<file path="config.mk">
export PLATFORM = sky130hd
export DESIGN_NAME = uart_controller
export DESIGN_NICKNAME = d
export VERILOG_FILES = /design/src/uart_pkg.sv /design/src/uart_baud_gen.sv /design/src/uart_controller.sv /design/src/uart_fifo.sv /design/src/uart_rx.sv /design/src/uart_tx.sv
export SDC_FILE = /design/constraint.sdc
export NUM_CORES = 1
export LEC_CHECK = 0
export BUFFER_PORTS_ARGS = -buffer_cell sky130_fd_sc_hd__buf_2
export CAP_MARGIN = 20
export CORE_MARGIN = 2
export CORE_UTILIZATION = 40
export CTS_BUF_LIST = sky130_fd_sc_hd__clkbuf_2
export CTS_CLUSTER_SIZE = 20
export DETAILED_ROUTE_END_ITERATION = 8
export GPL_TIMING_DRIVEN = 0
export MAX_ROUTING_LAYER = met4
export PLACE_DENSITY = 0.64
export SLEW_MARGIN = 40
export SYNTH_ARGS = -nofsm -noshare
export SYNTH_HDL_FRONTEND = slang
export SYNTH_SLANG_ARGS = --single-unit
</file>
<file path="constraint.sdc">
create_clock -name clk -period 2.6 [get_ports clk]
set_input_delay 0.52 -clock clk [delete_from_list [all_inputs] [get_ports clk]]
set_output_delay 0.52 -clock clk [all_outputs]
set_load 0.05 [all_outputs]
</file>
<file path="src/uart_pkg.sv">
`default_nettype none

package uart_pkg;

    //////////////////////////////
    // frame and timing constants
    //////////////////////////////

    // data bits per frame, sent lsb first
    localparam int DATA_BITS  = 8;
    // ticks per bit period
    localparam int OVERSAMPLE = 16;
    // clocks per 16x tick, so one bit is 64 clocks
    localparam int BAUD_DIV   = 4;
    // entries in each fifo
    localparam int FIFO_DEPTH = 8;

    // counter widths derived from the above
    localparam int BAUD_CNT_W = $clog2(BAUD_DIV);
    localparam int TICK_CNT_W = $clog2(OVERSAMPLE);
    localparam int BIT_CNT_W  = $clog2(DATA_BITS);

    //////////////////////////////
    // payloads and host channels
    //////////////////////////////

    typedef logic [DATA_BITS-1:0] uart_byte_t;

    // one received frame, 9 bits
    typedef struct packed {
        uart_byte_t data;
        logic       frame_err;  // stop bit sampled low
    } rx_frame_t;

    // host write channel, ready comes back separately
    typedef struct packed {
        logic       valid;
        uart_byte_t data;
    } tx_req_t;

    // host read channel
    typedef struct packed {
        logic      valid;
        rx_frame_t frame;
    } rx_rsp_t;

    // overrun is sticky, the busy flags are live
    typedef struct packed {
        logic rx_overrun;
        logic rx_busy;
        logic tx_busy;
    } uart_status_t;

endpackage

`default_nettype wire

</file>
<file path="src/uart_baud_gen.sv">
`timescale 1ns/1ps
`default_nettype none

module uart_baud_gen (
    input  logic clk,
    input  logic reset,
    output logic tick
);
    import uart_pkg::*;

    // clocks since last tick
    logic [BAUD_CNT_W-1:0] div_cnt;
    // last count of the period
    logic                  wrap;

    assign wrap = (div_cnt == BAUD_CNT_W'(BAUD_DIV - 1));

    // free running divider
    // restarts at zero on reset so tick phase is known
    always_ff @(posedge clk) begin
        if (reset) begin
            div_cnt <= '0;
        end else if (wrap) begin
            div_cnt <= '0;
        end else begin
            div_cnt <= div_cnt + 1'b1;
        end
    end

    // one cycle wide, once per BAUD_DIV clocks
    assign tick = wrap;

endmodule

`default_nettype wire

</file>
<file path="src/uart_controller.sv">
`timescale 1ns/1ps
`default_nettype none

module uart_controller (
    input  logic                   clk,
    input  logic                   reset,
    input  uart_pkg::tx_req_t      tx_req,
    output logic                   tx_ready,
    output uart_pkg::rx_rsp_t      rx_rsp,
    input  logic                   rx_ready,
    input  logic                   rx_line,
    output logic                   tx_line,
    output uart_pkg::uart_status_t status
);
    import uart_pkg::*;

    // shared 16x tick
    logic tick;

    // tx fifo to serializer
    logic       tx_fifo_valid;
    logic       tx_fifo_ready;
    uart_byte_t tx_fifo_data;

    // receiver to rx fifo
    logic      rx_push_valid;
    logic      rx_push_ready;
    rx_frame_t rx_push_frame;

    // rx fifo head to host
    logic      rx_head_valid;
    rx_frame_t rx_head_frame;

    // engine flags
    logic tx_busy;
    logic rx_busy;
    logic rx_overrun;

    //////////////////////////////
    // baud tick
    //////////////////////////////

    uart_baud_gen baud_gen (
        .clk   (clk),
        .reset (reset),
        .tick  (tick)
    );

    //////////////////////////////
    // transmit path
    //////////////////////////////

    // tx_ready is the fifo not-full flag
    uart_fifo #(
        .payload_t (uart_byte_t),
        .DEPTH     (FIFO_DEPTH)
    ) tx_fifo (
        .clk       (clk),
        .reset     (reset),
        .in_valid  (tx_req.valid),
        .in_data   (tx_req.data),
        .in_ready  (tx_ready),
        .out_valid (tx_fifo_valid),
        .out_data  (tx_fifo_data),
        .out_ready (tx_fifo_ready)
    );

    // pops only while idle
    uart_tx tx_engine (
        .clk      (clk),
        .reset    (reset),
        .tick     (tick),
        .in_valid (tx_fifo_valid),
        .in_data  (tx_fifo_data),
        .in_ready (tx_fifo_ready),
        .line     (tx_line),
        .busy     (tx_busy)
    );

    //////////////////////////////
    // receive path
    //////////////////////////////

    // drops the frame when the fifo is full
    uart_rx rx_engine (
        .clk       (clk),
        .reset     (reset),
        .tick      (tick),
        .line      (rx_line),
        .out_ready (rx_push_ready),
        .out_valid (rx_push_valid),
        .out_frame (rx_push_frame),
        .busy      (rx_busy),
        .overrun   (rx_overrun)
    );

    uart_fifo #(
        .payload_t (rx_frame_t),
        .DEPTH     (FIFO_DEPTH)
    ) rx_fifo (
        .clk       (clk),
        .reset     (reset),
        .in_valid  (rx_push_valid),
        .in_data   (rx_push_frame),
        .in_ready  (rx_push_ready),
        .out_valid (rx_head_valid),
        .out_data  (rx_head_frame),
        .out_ready (rx_ready)
    );

    // host side structs
    assign rx_rsp = '{valid: rx_head_valid, frame: rx_head_frame};
    assign status = '{rx_overrun: rx_overrun, rx_busy: rx_busy, tx_busy: tx_busy};

endmodule

`default_nettype wire

</file>
<file path="src/uart_fifo.sv">
`timescale 1ns/1ps
`default_nettype none

module uart_fifo #(
    parameter type payload_t = logic [7:0],
    parameter int  DEPTH     = 8
) (
    input  logic     clk,
    input  logic     reset,
    input  logic     in_valid,
    input  payload_t in_data,
    output logic     in_ready,
    output logic     out_valid,
    output payload_t out_data,
    input  logic     out_ready
);
    typedef logic [$clog2(DEPTH)-1:0]   ptr_t;
    typedef logic [$clog2(DEPTH+1)-1:0] cnt_t;

    payload_t mem [DEPTH];
    ptr_t     wr_ptr;
    ptr_t     rd_ptr;
    cnt_t     count;
    logic     full;
    logic     empty;
    logic     push;
    logic     pop;

    assign push      = in_valid && in_ready;
    assign pop       = out_valid && out_ready;
    assign in_ready  = !full;
    assign out_valid = !empty;
    // head entry shown with valid, first word fall through
    assign out_data  = mem[rd_ptr];

    // storage
    always_ff @(posedge clk) begin
        if (push) begin
            mem[wr_ptr] <= in_data;
        end
    end

    // pointers wrap at DEPTH, any depth works
    always_ff @(posedge clk) begin
        if (reset) begin
            wr_ptr <= '0;
            rd_ptr <= '0;
            count  <= '0;
            full   <= 1'b0;
            empty  <= 1'b1;
        end else begin
            if (push) begin
                wr_ptr <= (wr_ptr == ptr_t'(DEPTH - 1)) ? '0 : wr_ptr + 1'b1;
            end
            if (pop) begin
                rd_ptr <= (rd_ptr == ptr_t'(DEPTH - 1)) ? '0 : rd_ptr + 1'b1;
            end
            // flags registered with the count
            case ({push, pop})
                2'b10: begin
                    count <= count + 1'b1;
                    empty <= 1'b0;
                    full  <= (count == cnt_t'(DEPTH - 1));
                end
                2'b01: begin
                    count <= count - 1'b1;
                    full  <= 1'b0;
                    empty <= (count == cnt_t'(1));
                end
                // both or neither, occupancy unchanged
                default: count <= count;
            endcase
        end
    end

endmodule

`default_nettype wire

</file>
<file path="src/uart_rx.sv">
`timescale 1ns/1ps
`default_nettype none

module uart_rx (
    input  logic                clk,
    input  logic                reset,
    input  logic                tick,
    input  logic                line,
    input  logic                out_ready,
    output logic                out_valid,
    output uart_pkg::rx_frame_t out_frame,
    output logic                busy,
    output logic                overrun
);
    import uart_pkg::*;

    typedef enum logic [1:0] {
        RX_IDLE,
        RX_START,
        RX_DATA,
        RX_STOP
    } rx_state_t;

    rx_state_t             state;
    logic [TICK_CNT_W-1:0] tick_cnt;
    logic [BIT_CNT_W-1:0]  bit_idx;
    uart_byte_t            shift_reg;

    // two sync flops plus one more for edge detect
    logic [2:0] line_sync;
    logic       line_s;
    logic       line_fall;

    // sample points
    logic half_point;
    logic full_point;

    assign line_s     = line_sync[1];
    assign line_fall  = line_sync[2] && !line_sync[1];
    assign half_point = tick && (tick_cnt == TICK_CNT_W'(OVERSAMPLE / 2 - 1));
    assign full_point = tick && (tick_cnt == TICK_CNT_W'(OVERSAMPLE - 1));
    assign busy       = (state != RX_IDLE);

    //////////////////////////////
    // input synchronizer
    //////////////////////////////

    // resets to idle high, no false start out of reset
    always_ff @(posedge clk) begin
        if (reset) begin
            line_sync <= '1;
        end else begin
            line_sync <= {line_sync[1:0], line};
        end
    end

    //////////////////////////////
    // receive fsm
    //////////////////////////////

    always_ff @(posedge clk) begin
        if (reset) begin
            state     <= RX_IDLE;
            tick_cnt  <= '0;
            bit_idx   <= '0;
            out_valid <= 1'b0;
            overrun   <= 1'b0;
        end else begin
            // frame handed to fifo
            if (out_valid && out_ready) begin
                out_valid <= 1'b0;
            end
            case (state)
                RX_IDLE: begin
                    tick_cnt <= '0;
                    if (line_fall) begin
                        state <= RX_START;
                    end
                end
                // wait to mid start bit, then recheck
                RX_START: begin
                    if (half_point) begin
                        tick_cnt <= '0;
                        bit_idx  <= '0;
                        // high again means a glitch
                        state    <= line_s ? RX_IDLE : RX_DATA;
                    end else if (tick) begin
                        tick_cnt <= tick_cnt + 1'b1;
                    end
                end
                RX_DATA: begin
                    if (tick) begin
                        tick_cnt <= tick_cnt + 1'b1;
                    end
                    if (full_point) begin
                        tick_cnt <= '0;
                        if (bit_idx == BIT_CNT_W'(DATA_BITS - 1)) begin
                            state <= RX_STOP;
                        end else begin
                            bit_idx <= bit_idx + 1'b1;
                        end
                    end
                end
                RX_STOP: begin
                    if (tick) begin
                        tick_cnt <= tick_cnt + 1'b1;
                    end
                    // frame complete at mid stop bit
                    if (full_point) begin
                        tick_cnt  <= '0;
                        state     <= RX_IDLE;
                        out_valid <= out_ready;
                        // fifo full, drop it, flag stays until reset
                        if (!out_ready) begin
                            overrun <= 1'b1;
                        end
                    end
                end
                default: state <= RX_IDLE;
            endcase
        end
    end

    // data path, lsb arrives first so shift in from the top
    always_ff @(posedge clk) begin
        if (state == RX_DATA && full_point) begin
            shift_reg <= {line_s, shift_reg[DATA_BITS-1:1]};
        end
        if (state == RX_STOP && full_point) begin
            out_frame <= '{data: shift_reg, frame_err: !line_s};
        end
    end

endmodule

`default_nettype wire

</file>
<file path="src/uart_tx.sv">
`timescale 1ns/1ps
`default_nettype none

module uart_tx (
    input  logic                 clk,
    input  logic                 reset,
    input  logic                 tick,
    input  logic                 in_valid,
    input  uart_pkg::uart_byte_t in_data,
    output logic                 in_ready,
    output logic                 line,
    output logic                 busy
);
    import uart_pkg::*;

    typedef enum logic [1:0] {
        TX_IDLE,
        TX_START,
        TX_DATA,
        TX_STOP
    } tx_state_t;

    tx_state_t             state;
    logic [TICK_CNT_W-1:0] tick_cnt;
    logic [BIT_CNT_W-1:0]  bit_idx;
    uart_byte_t            shift_reg;

    // line changes only on bit_start, so every bit is exactly 16 ticks
    logic bit_start;
    logic bit_end;

    assign bit_start = tick && (tick_cnt == '0);
    assign bit_end   = tick && (tick_cnt == TICK_CNT_W'(OVERSAMPLE - 1));
    assign in_ready  = (state == TX_IDLE);
    assign busy      = (state != TX_IDLE);

    // ticks within the current bit
    always_ff @(posedge clk) begin
        if (reset) begin
            tick_cnt <= '0;
        end else if (state == TX_IDLE || bit_end) begin
            tick_cnt <= '0;
        end else if (tick) begin
            tick_cnt <= tick_cnt + 1'b1;
        end
    end

    always_ff @(posedge clk) begin
        if (reset) begin
            state   <= TX_IDLE;
            bit_idx <= '0;
            line    <= 1'b1;
        end else begin
            case (state)
                // byte accepted here, start bit falls on next tick
                TX_IDLE: begin
                    if (in_valid) begin
                        state <= TX_START;
                    end
                end
                TX_START: begin
                    if (bit_start) begin
                        line <= 1'b0;
                    end
                    if (bit_end) begin
                        bit_idx <= '0;
                        state   <= TX_DATA;
                    end
                end
                TX_DATA: begin
                    if (bit_start) begin
                        line <= shift_reg[0];
                    end
                    if (bit_end) begin
                        if (bit_idx == BIT_CNT_W'(DATA_BITS - 1)) begin
                            state <= TX_STOP;
                        end else begin
                            bit_idx <= bit_idx + 1'b1;
                        end
                    end
                end
                // back through idle for one cycle, next start still lands on a tick
                TX_STOP: begin
                    if (bit_start) begin
                        line <= 1'b1;
                    end
                    if (bit_end) begin
                        state <= TX_IDLE;
                    end
                end
                default: state <= TX_IDLE;
            endcase
        end
    end

    // shift register, lsb goes out first
    always_ff @(posedge clk) begin
        if (in_valid && in_ready) begin
            shift_reg <= in_data;
        end else if (state == TX_DATA && bit_end) begin
            shift_reg <= {1'b0, shift_reg[DATA_BITS-1:1]};
        end
    end

endmodule

`default_nettype wire
</file>
### Word-level counts from Yosys, hierarchy flattened

Memory sizes are Yosys's and may differ from the RTL's. A register that Yosys moved wholly into a read port is not among the register bits.
Cells that the tools add are included.

| storage, ports and cells | value |
|---|---|
| flip-flop bits (word level) | 75 |
| RAM bits | 136 |
| input bits | 13 |
| logic and storage cells | 169 |
| memories | 2 |

| cells by class | value |
|---|---|
| add/sub/neg operators | 13 |
| equal/unequal tests | 39 |
| mux-type cells | 52 |
| reductions and logical operators | 38 |

Memory list:

| memory | depth | width | read ports | clocked after memory_dff | write ports | line | source |
|---|---|---|---|---|---|---|---|
| rx_fifo.mem | 8 | 9 | 1 | 1 | 1 | uart_fifo.sv:20 | `payload_t mem [DEPTH];` |
| tx_fifo.mem | 8 | 8 | 1 | 1 | 1 | uart_fifo.sv:20 |  |

Operator list:

| kind | count |
|---|---|
| 3-bit two-way mux | 14 |
| 2-bit by 1-bit != test with 1-bit output (second input constant) | 12 |
| 2-bit two-way mux | 11 |
| 3-bit by 1-bit adder with 3-bit output (second input constant) | 6 |
| 3-bit equality test (second input constant) | 6 |
| 4-bit by 1-bit adder with 4-bit output (second input constant) | 4 |
| 8-bit two-way mux | 2 |
| 2-bit one-hot mux with 4 select lines | 2 |
| 4-bit one-hot mux with 2 select lines | 2 |
| 2-bit equality test (second input constant) | 7 |
| 2-bit nonzero test | 7 |
| 4-bit by 3-bit equality test with 1-bit output (second input constant) | 3 |
| 1-bit logical AND | 12 |
| 4-bit two-way mux | 3 |
| 3-bit one-hot mux with 2 select lines | 2 |
| 4-bit one-hot mux with 3 select lines | 1 |
| 4-bit AND reduction | 3 |
| 1-bit two-way mux | 10 |
| 5-bit AND reduction | 2 |
| 2-bit by 1-bit equality test with 1-bit output (second input constant) | 4 |
| 4-bit by 1-bit equality test with 1-bit output (second input constant) | 2 |
| 4-bit equality test (second input constant) | 2 |
| 1-bit one-hot mux with 2 select lines | 4 |
| 4-bit by 1-bit subtractor with 4-bit output (second input constant) | 2 |
| other kinds (10) | 19 |

### Depth between registers and ports, before layout

Gate-level depths: netlist of run 1.

| logic depth | value |
|---|---|
| depth in word-level cells | 5 |
| mapped depth | 9 |
| mapped depth without buffers | 9 |

### By module

Synthesis of run 1 repeated with hierarchy kept, for this count alone.

| second synthesis, totals | value |
|---|---|
| cell total of the unflattened synthesis | 543 |
| area total of the unflattened synthesis | 8939.8 um2 |

Modules (own cells, without submodules):

| module | instances | cells an instance | area an instance (um2) |
|---|---|---|---|
| uart_fifo (rx_fifo) | 1 | 191 | 3520.9 |
| uart_fifo (tx_fifo) | 1 | 180 | 3213.1 |
| uart_rx | 1 | 84 | 1178.6 |
| uart_tx | 1 | 79 | 922.1 |
| uart_baud_gen | 1 | 5 | 75.1 |
| uart_controller | 1 | 4 | 30.0 |

### Worst setup path after synthesis of run 1

OpenSTA, ideal clock, no wires.

| timing | value |
|---|---|
| path type | reg2reg |
| from | register tx_engine.state[0] |
| to | register tx_fifo.empty |
| data arrival time | 1988 ps |
| required time | 2478 ps |
| path slack | 490 ps |
| stages on the path, launching flop included | 9 |
| path buffers | 1 |
| clock period less this slack | 2110 ps |
| path through | dfxtp_1 > inv_1 > ha_1 > nand2b_1 > clkinv_1 > ha_1 > clkbuf_1 > nor4b_1 > a221o_1 |

| between the ends | value |
|---|---|
| cells in the longest elaborated chain, start to end | 4 |

RTL lines:

| element | line | source |
|---|---|---|
| from (decl) | uart_tx.sv:23 | `tx_state_t state;` |
| from (signal assigned) | uart_tx.sv:50 | `state <= TX_IDLE;` |
| from (signal assigned) | uart_tx.sv:58 | `state <= TX_START;` |
| from (signal assigned) | uart_tx.sv:67 | `state <= TX_DATA;` |
| 2-bit zero test * | uart_tx.sv:34 | `assign in_ready = (state == TX_IDLE);` |
| 1-bit logical AND * | uart_fifo.sv:30 | `assign pop = out_valid && out_ready;` |
| net tx_fifo.pop | uart_fifo.sv:27 | `logic pop;` |
| 2-bit by 1-bit equality test with 1-bit output or 2-bit equality test (tied branches) | uart_fifo.sv:59 | `case ({push, pop})` |
| 1-bit one-hot mux with 2 select lines or 2-bit nonzero test (tied branches) | -- |  |
| to (signal assigned) | uart_fifo.sv:68 | `empty <= (count == cnt_t'(1));` |
| to (decl) | uart_fifo.sv:25 | `logic empty;` |

Mark *: on every way through the listed nets, which the timed path passes. The rest lies on a longest branch.
A chain may end at the register's enable or synchronous reset.

==> metrics.md, run 1 <==
| Metric | Value |
|---|---|
| Status | `finished, violations left` |
| Failing checks | `negative setup slack` |
| R2R Setup Slk | `220 ps` |
| Die W | `151.6 um` |
| Final WS setup | `-227.1 ps` |
| Reg clk slew, reported paths | `100 ps` |
| Tcrit/Tclk final | `108.7%` |
| Rel. slew slack | `43.71%` |
| Worst hold margin | `233.0 ps` |
| CTS tree | `done` |
| RSZ-0062 raised after global routing | `yes` |
| Total Wirelength | `16.77 mm` |
| Largest net degree at the start of global routing | `16` |
| Overflow after GRT | `0` |
| Worst setup SP type | `register` |
| Routed len/inst | `16.89 um` |
| GRT met1 Usage | `17.18%` |
| Hold Vio Cnt, Final | `0` |
| Peak Freq | `0.3537 GHz` |
| Biggest regs | `rx_fifo.mem x72, tx_fifo.mem x64, rx_engine.out_frame x9` |
| Vias in the first global route | `5265` |
| Clk buf depth | `3` |
| Mapped cell area | `8720 um^2` |
| Cells after DPL | `885` |
| Post-place setup slack | `36.99 ps` |
| Rows | `54` |
| Root Buffer | `clkbuf_2` |
| First-pass GRT wire length | `26.32 mm` |
| Largest Register | `rx_fifo.mem` |
| Post-synth EDFFs | `161` |
| Syn avg cell area | `15.32 um^2` |
| Max Cap Violations | `0` |
| R2R Path Start | `rx_fifo.full$_SDFFE_PP0P_` |
| Routability congestion estimate | `0.7834` |
| FF-to-FF End | `rx_fifo.count[3]$_SDFFE_PP0P_` |
| Syn-to-layout area delta | `15.17%` |
| Top_reg_cell synth | `edfxtp_1` |
| DRC errors left | `0` |
| Critical Path Sink Type | `primary output` |
| Total number of vias | `5019` |
| Share of layout cells above drive strength 1 | `26.26%` |
| Post-DP Area | `9330 um^2` |
| Final instance area | `10040 um^2` |
| Ys async rst share | `0%` |
| Worst Skew | `73.82 ps` |
| Final Non-Filler Cells | `993` |
| Setup crit end | `rx_rsp[1]` |
| IO Port Bufs | `26` |
| Critical path arrival | `2310 ps` |
| Max-slew violations | `0` |
| Worst hold path class | `input pin to register` |
| Synth Warn # | `0` |
| Cells on worst reg2reg path | `7` |
| Syn Nets | `611` |
| Core area | `21620 um^2` |
| Initial antenna violation count | `1` |
| Largest cells by area after synthesis | `edfxtp_1 (55%), dfxtp_1 (13%), mux2i_1 (4.6%)` |
| Hpwl dp | `10.91 mm` |
| Top cells by count, synth | `edfxtp_1 (161), dfxtp_1 (56), nor2_1 (42)` |
| CP Class | `register to primary output` |
| CTS sink cnt | `217` |
| PwrDens | `702.6 nW/um^2` |
| Net count, final | `711` |
| H-tree Lvls | `2` |
| Worst-Margin Slew | `839.8 ps` |
| CTS Buf Count | `52` |
| Met3 usage | `4.132%` |
| Post-synthesis cell type count | `50` |
| M2 GR Usage | `26.64%` |
| Seq cells post-synth | `217` |
| DR iter-0 viols | `215` |
| Crit-path max FO | `6` |
| Total Die Area | `23000 um^2` |
| Largest area contributor in the netlist | `edfxtp_1` |
| Final ANT Viol Nets | `0` |
| Most common cell in the netlist | `edfxtp_1` |
| Synth top area share | `55.45%` |
| Peak supply drop | `0.3961 mV` |
| Worst-Skew Late Latency | `810 ps` |
| Crit path time final | `2827 ps` |
| Pwr Total | `0.007055 W` |
| Grt peak-use layer | `met2` |
| Sequential fraction of the synthesis area | `68.30%` |
| Vias per cell | `5.054` |
| Largest register FFs | `72` |
| Worst Path Required | `2080 ps` |
| Finish-stage setup viols | `9` |
| Io pins | `28` |
| Initial core utilization | `40.33%` |
| GRT Total Usage | `15.37%` |
| Pleak | `3.608 nW` |
| DR pass1 iterations | `4` |
| Crit-path max cell delay | `500 ps` |
| Syn Inst Count | `569` |
| Slowest cell on crit path | `mux4_2` |
| Critical path cell sequence | `buf_8, buf_12, mux4_2, mux2_2, buf_6` |
| Die Ht | `151.6 um` |
==> critical path, delay by kind of cell (launching register included) <==
family	cells	cell delay, ps
buf+inv	3	420
mux	2	790
flops	1	340
==> placed cells by master, fill, tap and decap left out, drive strengths merged, types with 3 or more instances in the layout <==
cell type | netlist | final
nand3 | 10 | 10
inv | 16 | 18
edfxtp | 161 | 161
nand2 | 28 | 28
nand3b | 3 | 3
o21ai | 5 | 5
nand4 | 4 | 4
dlygate4sd3 | 0 | 9
mux2 | 10 | 10
mux2i | 40 | 40
nand4bb | 3 | 3
a21oi | 19 | 19
buf | 12 | 51
or3 | 3 | 3
mux4 | 20 | 20
clkbuf | 16 | 86
clkinv | 1 | 23
a22oi | 17 | 17
nor3 | 17 | 17
or2 | 3 | 3
nor3b | 3 | 3
dfxtp | 56 | 56
nand2b | 8 | 8
xor2 | 8 | 8
ha | 29 | 29
xnor2 | 5 | 5
nor2b | 3 | 3
nor2 | 42 | 42
==> worst min-delay path by stage <==
stage | cells past startpoint | from | end | slack, ps
final | 3 | reset | rx_engine.bit_idx[0]$_SDFFE_PP0P_ | 230
after global routing | 3 | reset | rx_engine.bit_idx[0]$_SDFFE_PP0P_ | 180
after CTS | 3 | reset | rx_engine.bit_idx[0]$_SDFFE_PP0P_ | 140
after detailed placement | 1 | rx_engine.line_sync[0]$_SDFF_PP1_ | rx_engine.line_sync[1]$_SDFF_PP1_ | 410
after global placement | 1 | rx_engine.line_sync[0]$_SDFF_PP1_ | rx_engine.line_sync[1]$_SDFF_PP1_ | 400
after floorplan | 1 | rx_engine.line_sync[0]$_SDFF_PP1_ | rx_engine.line_sync[1]$_SDFF_PP1_ | 390
==> per-stage QoR <==
stage	TNS, ps	util, %
2_1_floorplan	0	-
3_3_place_gp	-4363	42.55
3_5_place_dp	0	43.15
4_1_cts	-2553	46.34
5_1_grt	-2824	46.45
6_report	-1852	46.45
==> report_power, final <==
part / leakage (nW) / switching (W) / internal, W
Combinational: 1.34 / 0.000604 / 0.000408
Clock: 0.351 / 0.00132 / 0.000773
Sequential: 1.91 / 0.0000937 / 0.00386
==> layer usage <==
layer,share of wire [%],wire [um]
met1,43,7167
met5,0,0
met4,1.5,250
met3,4.5,753
met2,51,8596
==> cell families after synthesis <==
logic type                 count (synthesis)  share of synthesized area (%)
and+or+nand+nor                          142                          8.394
buffers and inverters                     45                          2.425
muxes                                     70                          11.39
adders and majority gates                 29                          4.161
AOI/OAI and AO/OA                         53                          4.018
DFF                                      217                          68.30
xor gates and xnor gates                  13                          1.306
==> timing repair <==
action	4_1_cts	5_1_grt
hold buffers	9	0
setup buffers	2	1
cloned	1	0
setup endpoints to repair	10	16
hold endpoints to repair	65	0
resized for setup	44	4
==> final cells by class <==
class                           instances  area [um^2]
Clock inverter                         25        106.4
Antenna cell                            1        2.502
Sequential cell                       217         5963
Multi-Input combinational cell        307         2618
Timing Repair Buffer                   49        422.9
Inverter                               17        67.56
Tap cell                              280        350.3
Buffer                                 25        151.4
Clock buffer                           72        360.3
Fill cell                            1935        11580
No activity file was read; power rests on OpenSTA's default activity.
==> run 2, diff against run 1 <==
- clock period: 2.6 -> 3.6 ns (I/O delays scaled with it)
==> metrics.md, run 2 (synthesized netlist as in run 1, its figures left out) <==
| Metric | Value |
|---|---|
| Initial antenna violation count | `1 (unchanged)` |
| Worst setup SP type | `register` |
| Largest register FFs | `72 (unchanged)` |
| Slowest cell on crit path | `dfxtp_1` |
| Status | `finished, final reports clean` |
| Leading cell type in the layout, fill and taps excluded | `edfxtp_1` |
| Finish-stage setup viols | `0 (-9)` |
| Io pins | `28 (unchanged)` |
| Max Cap Violations | `0 (unchanged)` |
| Final Non-Filler Cells | `982 (-1.1%)` |
| DRC errors left | `0 (unchanged)` |
| Final ANT Viol Nets | `0 (unchanged)` |
| Net count, final | `700 (-1.5%)` |
| Routed len/inst | `16.75 um (-0.80%)` |
| Overflow after GRT | `0 (unchanged)` |
| Total Die Area | `23000 um^2 (unchanged)` |
| Root Buffer | `clkbuf_2` |
| Most frequent cells in the layout | `edfxtp_1 (161), clkbuf_2 (72), dfxtp_1 (56)` |
| Final WS setup | `334.3 ps (+561.4 ps)` |
| Share of layout cells above drive strength 1 | `24.25% (-2.0 points)` |
| Pleak | `3.523 nW (-2.4%)` |
| Initial core utilization | `40.33% (unchanged)` |
| Peak Freq | `0.3062 GHz` |
| Critical Path Sink Type | `primary output` |
| Core area | `21620 um^2 (unchanged)` |
| Die W | `151.6 um (unchanged)` |
| Biggest regs | `rx_fifo.mem x72, tx_fifo.mem x64, rx_engine.out_frame x9` |
| Rows | `54 (unchanged)` |
| Peak supply drop | `0.2714 mV (-31%)` |
| Cells after DPL | `885 (unchanged)` |
| Total number of vias | `4912 (-2.1%)` |
| H-tree Lvls | `2 (unchanged)` |
| Largest net degree at the start of global routing | `16 (unchanged)` |
| Int Power | `0.003619 W (-28%)` |
| Worst Skew | `82.64 ps (+8.821 ps)` |
| CTS tree | `done` |
| Reg clk slew, reported paths | `100 ps (about the same)` |
| Worst-Margin Slew | `840.2 ps (+0.4143 ps)` |
| DR iter-0 viols | `245 (+14%)` |
| Hpwl dp | `10.91 mm (unchanged)` |
| Most frequent CP cell | `buf_2` |
| Combinational Power Share | `13.9% (-0.4 points)` |
| Fillers | `1939 (+0.21%)` |
| Postcts setup bufs | `0 (-2)` |
| Hold Vio Cnt, Final | `0 (unchanged)` |
| CP Class | `register to primary output` |
| Net Switching | `0.001445 W (-28%)` |
| IO Port Bufs | `26 (unchanged)` |
| Critical path arrival | `2550 ps (+240 ps)` |
| Syn-to-layout area delta | `12.44%` |
| Setup tns final | `0 ps (+1852 ps)` |
| Worst Path Required | `2880 ps (+800 ps)` |
| Max-slew violations | `0 (unchanged)` |
| Die Ht | `151.6 um (unchanged)` |
| Worst-Skew Late Latency | `810 ps (about the same)` |
| Vias in the first global route | `5210 (-1.0%)` |
| Worst hold path class | `input pin to register` |
| Routability congestion estimate | `0.7834 (unchanged)` |
| Rel. slew slack | `43.68% (about the same)` |
| Critical path cell sequence | `buf_2, mux4_1, mux2_2, buf_2` |
| Crit path time final | `3266 ps` |
| DR pass1 iterations | `4 (unchanged)` |
| RSZ-0062 raised after global routing | `no` |
| Flop pwr share | `56.3% (+0.3 points)` |
| Post-place setup slack | `917.7 ps (+880.7 ps)` |
| Vias per cell | `5.002 (-1.0%)` |
| GRT Total Usage | `15.16% (-0.22 points)` |
| PwrDens | `516.5 nW/um^2 (-26%)` |
| Resized cells post-CTS | `0 (-100%)` |
| Crit-path max FO | `10 (+4)` |
| Total Wirelength | `16.45 mm (-1.9%)` |
| Tcrit/Tclk final | `90.72%` |
| Sw frac | `28.54% (-0.048 points)` |
| CTS Buf Count | `52 (unchanged)` |
| Crit-path max cell delay | `600 ps (+100 ps)` |
| First-pass GRT wire length | `25.96 mm (-1.4%)` |
| Final instance area | `9804 um^2 (-2.4%)` |
| Clock share of power | `29.7% (about the same)` |
| CTS sink cnt | `217 (unchanged)` |
| Clk buf depth | `3 (unchanged)` |
| CTS Hold Buffers Added | `0 (-9)` |
| Largest Register | `rx_fifo.mem` |
| Post-DP Area | `9330 um^2 (unchanged)` |
-- run 2: changes by cell type in the layout (fill, tap and decap cells not counted), sizes merged --
cell         delta
buf             -3
clkbuf          +1
clkinv          +1
clkinvlp        -1
dlygate4sd3     -9
-- run 2: final timing paths --
path / start / endpoint / slack, ps / cells past startpoint
setup / recovery: register / rx_rsp[0] / 330 / 4
hold / removal: rx_line / rx_engine.line_sync[0]$_SDFF_PP1_ / 140 / 2
setup reg to reg: tx_engine.state[0]$_SDFFE_PP0P_ / tx_fifo.count[2]$_SDFFE_PP0P_ / 1010 / 8
hold reg to reg: rx_engine.shift_reg[0]$_DFFE_PP_ / rx_engine.out_frame[1]$_DFFE_PP_ / 380 / 0
-- run 2: final cells by class --
class / instances / area, um^2 / area share (%)
antenna: 1 / 2.502 / 0.02552
buffer: 27 / 143.9 / 1.468
clock buffer: 72 / 360.3 / 3.675
clock inverter: 25 / 106.4 / 1.085
inverter: 17 / 63.81 / 0.6508
multi-input combinational: 307 / 2629 / 26.81
sequential: 217 / 5956 / 60.75
tap: 280 / 350.3 / 3.573
timing repair buffer: 36 / 192.7 / 1.965
-- run 2: layer usage --
layer | track usage [%] | vias up | share of wire [%]
li1 | - | 2384 | -
met1 | 17.13 | 2408 | 44
met2 | 26.08 | 98 | 51
met3 | 4.042 | 22 | 4.2
met4 | 5.278 | 0 | 1.6
met5 | - | - | 0
-- run 2: critical path, delay by kind of cell, from the launching register on --
kind / cells / cell delay, ps
muxes: 2 / 630
DFF: 1 / 600
buffers and inverters: 2 / 580
-- run 2: stage by stage --
| step | utilization, % | hold slack (ps) | total power [W] |
|---|---|---|---|
| floorplan | - | 389.5 | 0.003423 |
| global placement | 42.55 | 400.3 | 0.003573 |
| detailed placement | 43.15 | 411.3 | 0.003617 |
| CTS | 45.31 | 48.79 | 0.005148 |
| global route | 45.35 | 64.48 | 0.005359 |
| finish | 45.35 | 140.1 | 0.005064 |
-- run 2: power by group through the flow --
stage               sequential, W  combinational [W]  clock (W)
floorplan                 0.00291           0.000514          0
global placement          0.00290           0.000671          0
detailed placement        0.00291           0.000709          0
CTS                       0.00285           0.000714    0.00158
global route              0.00287           0.000785    0.00171
finish                    0.00285           0.000706    0.00151
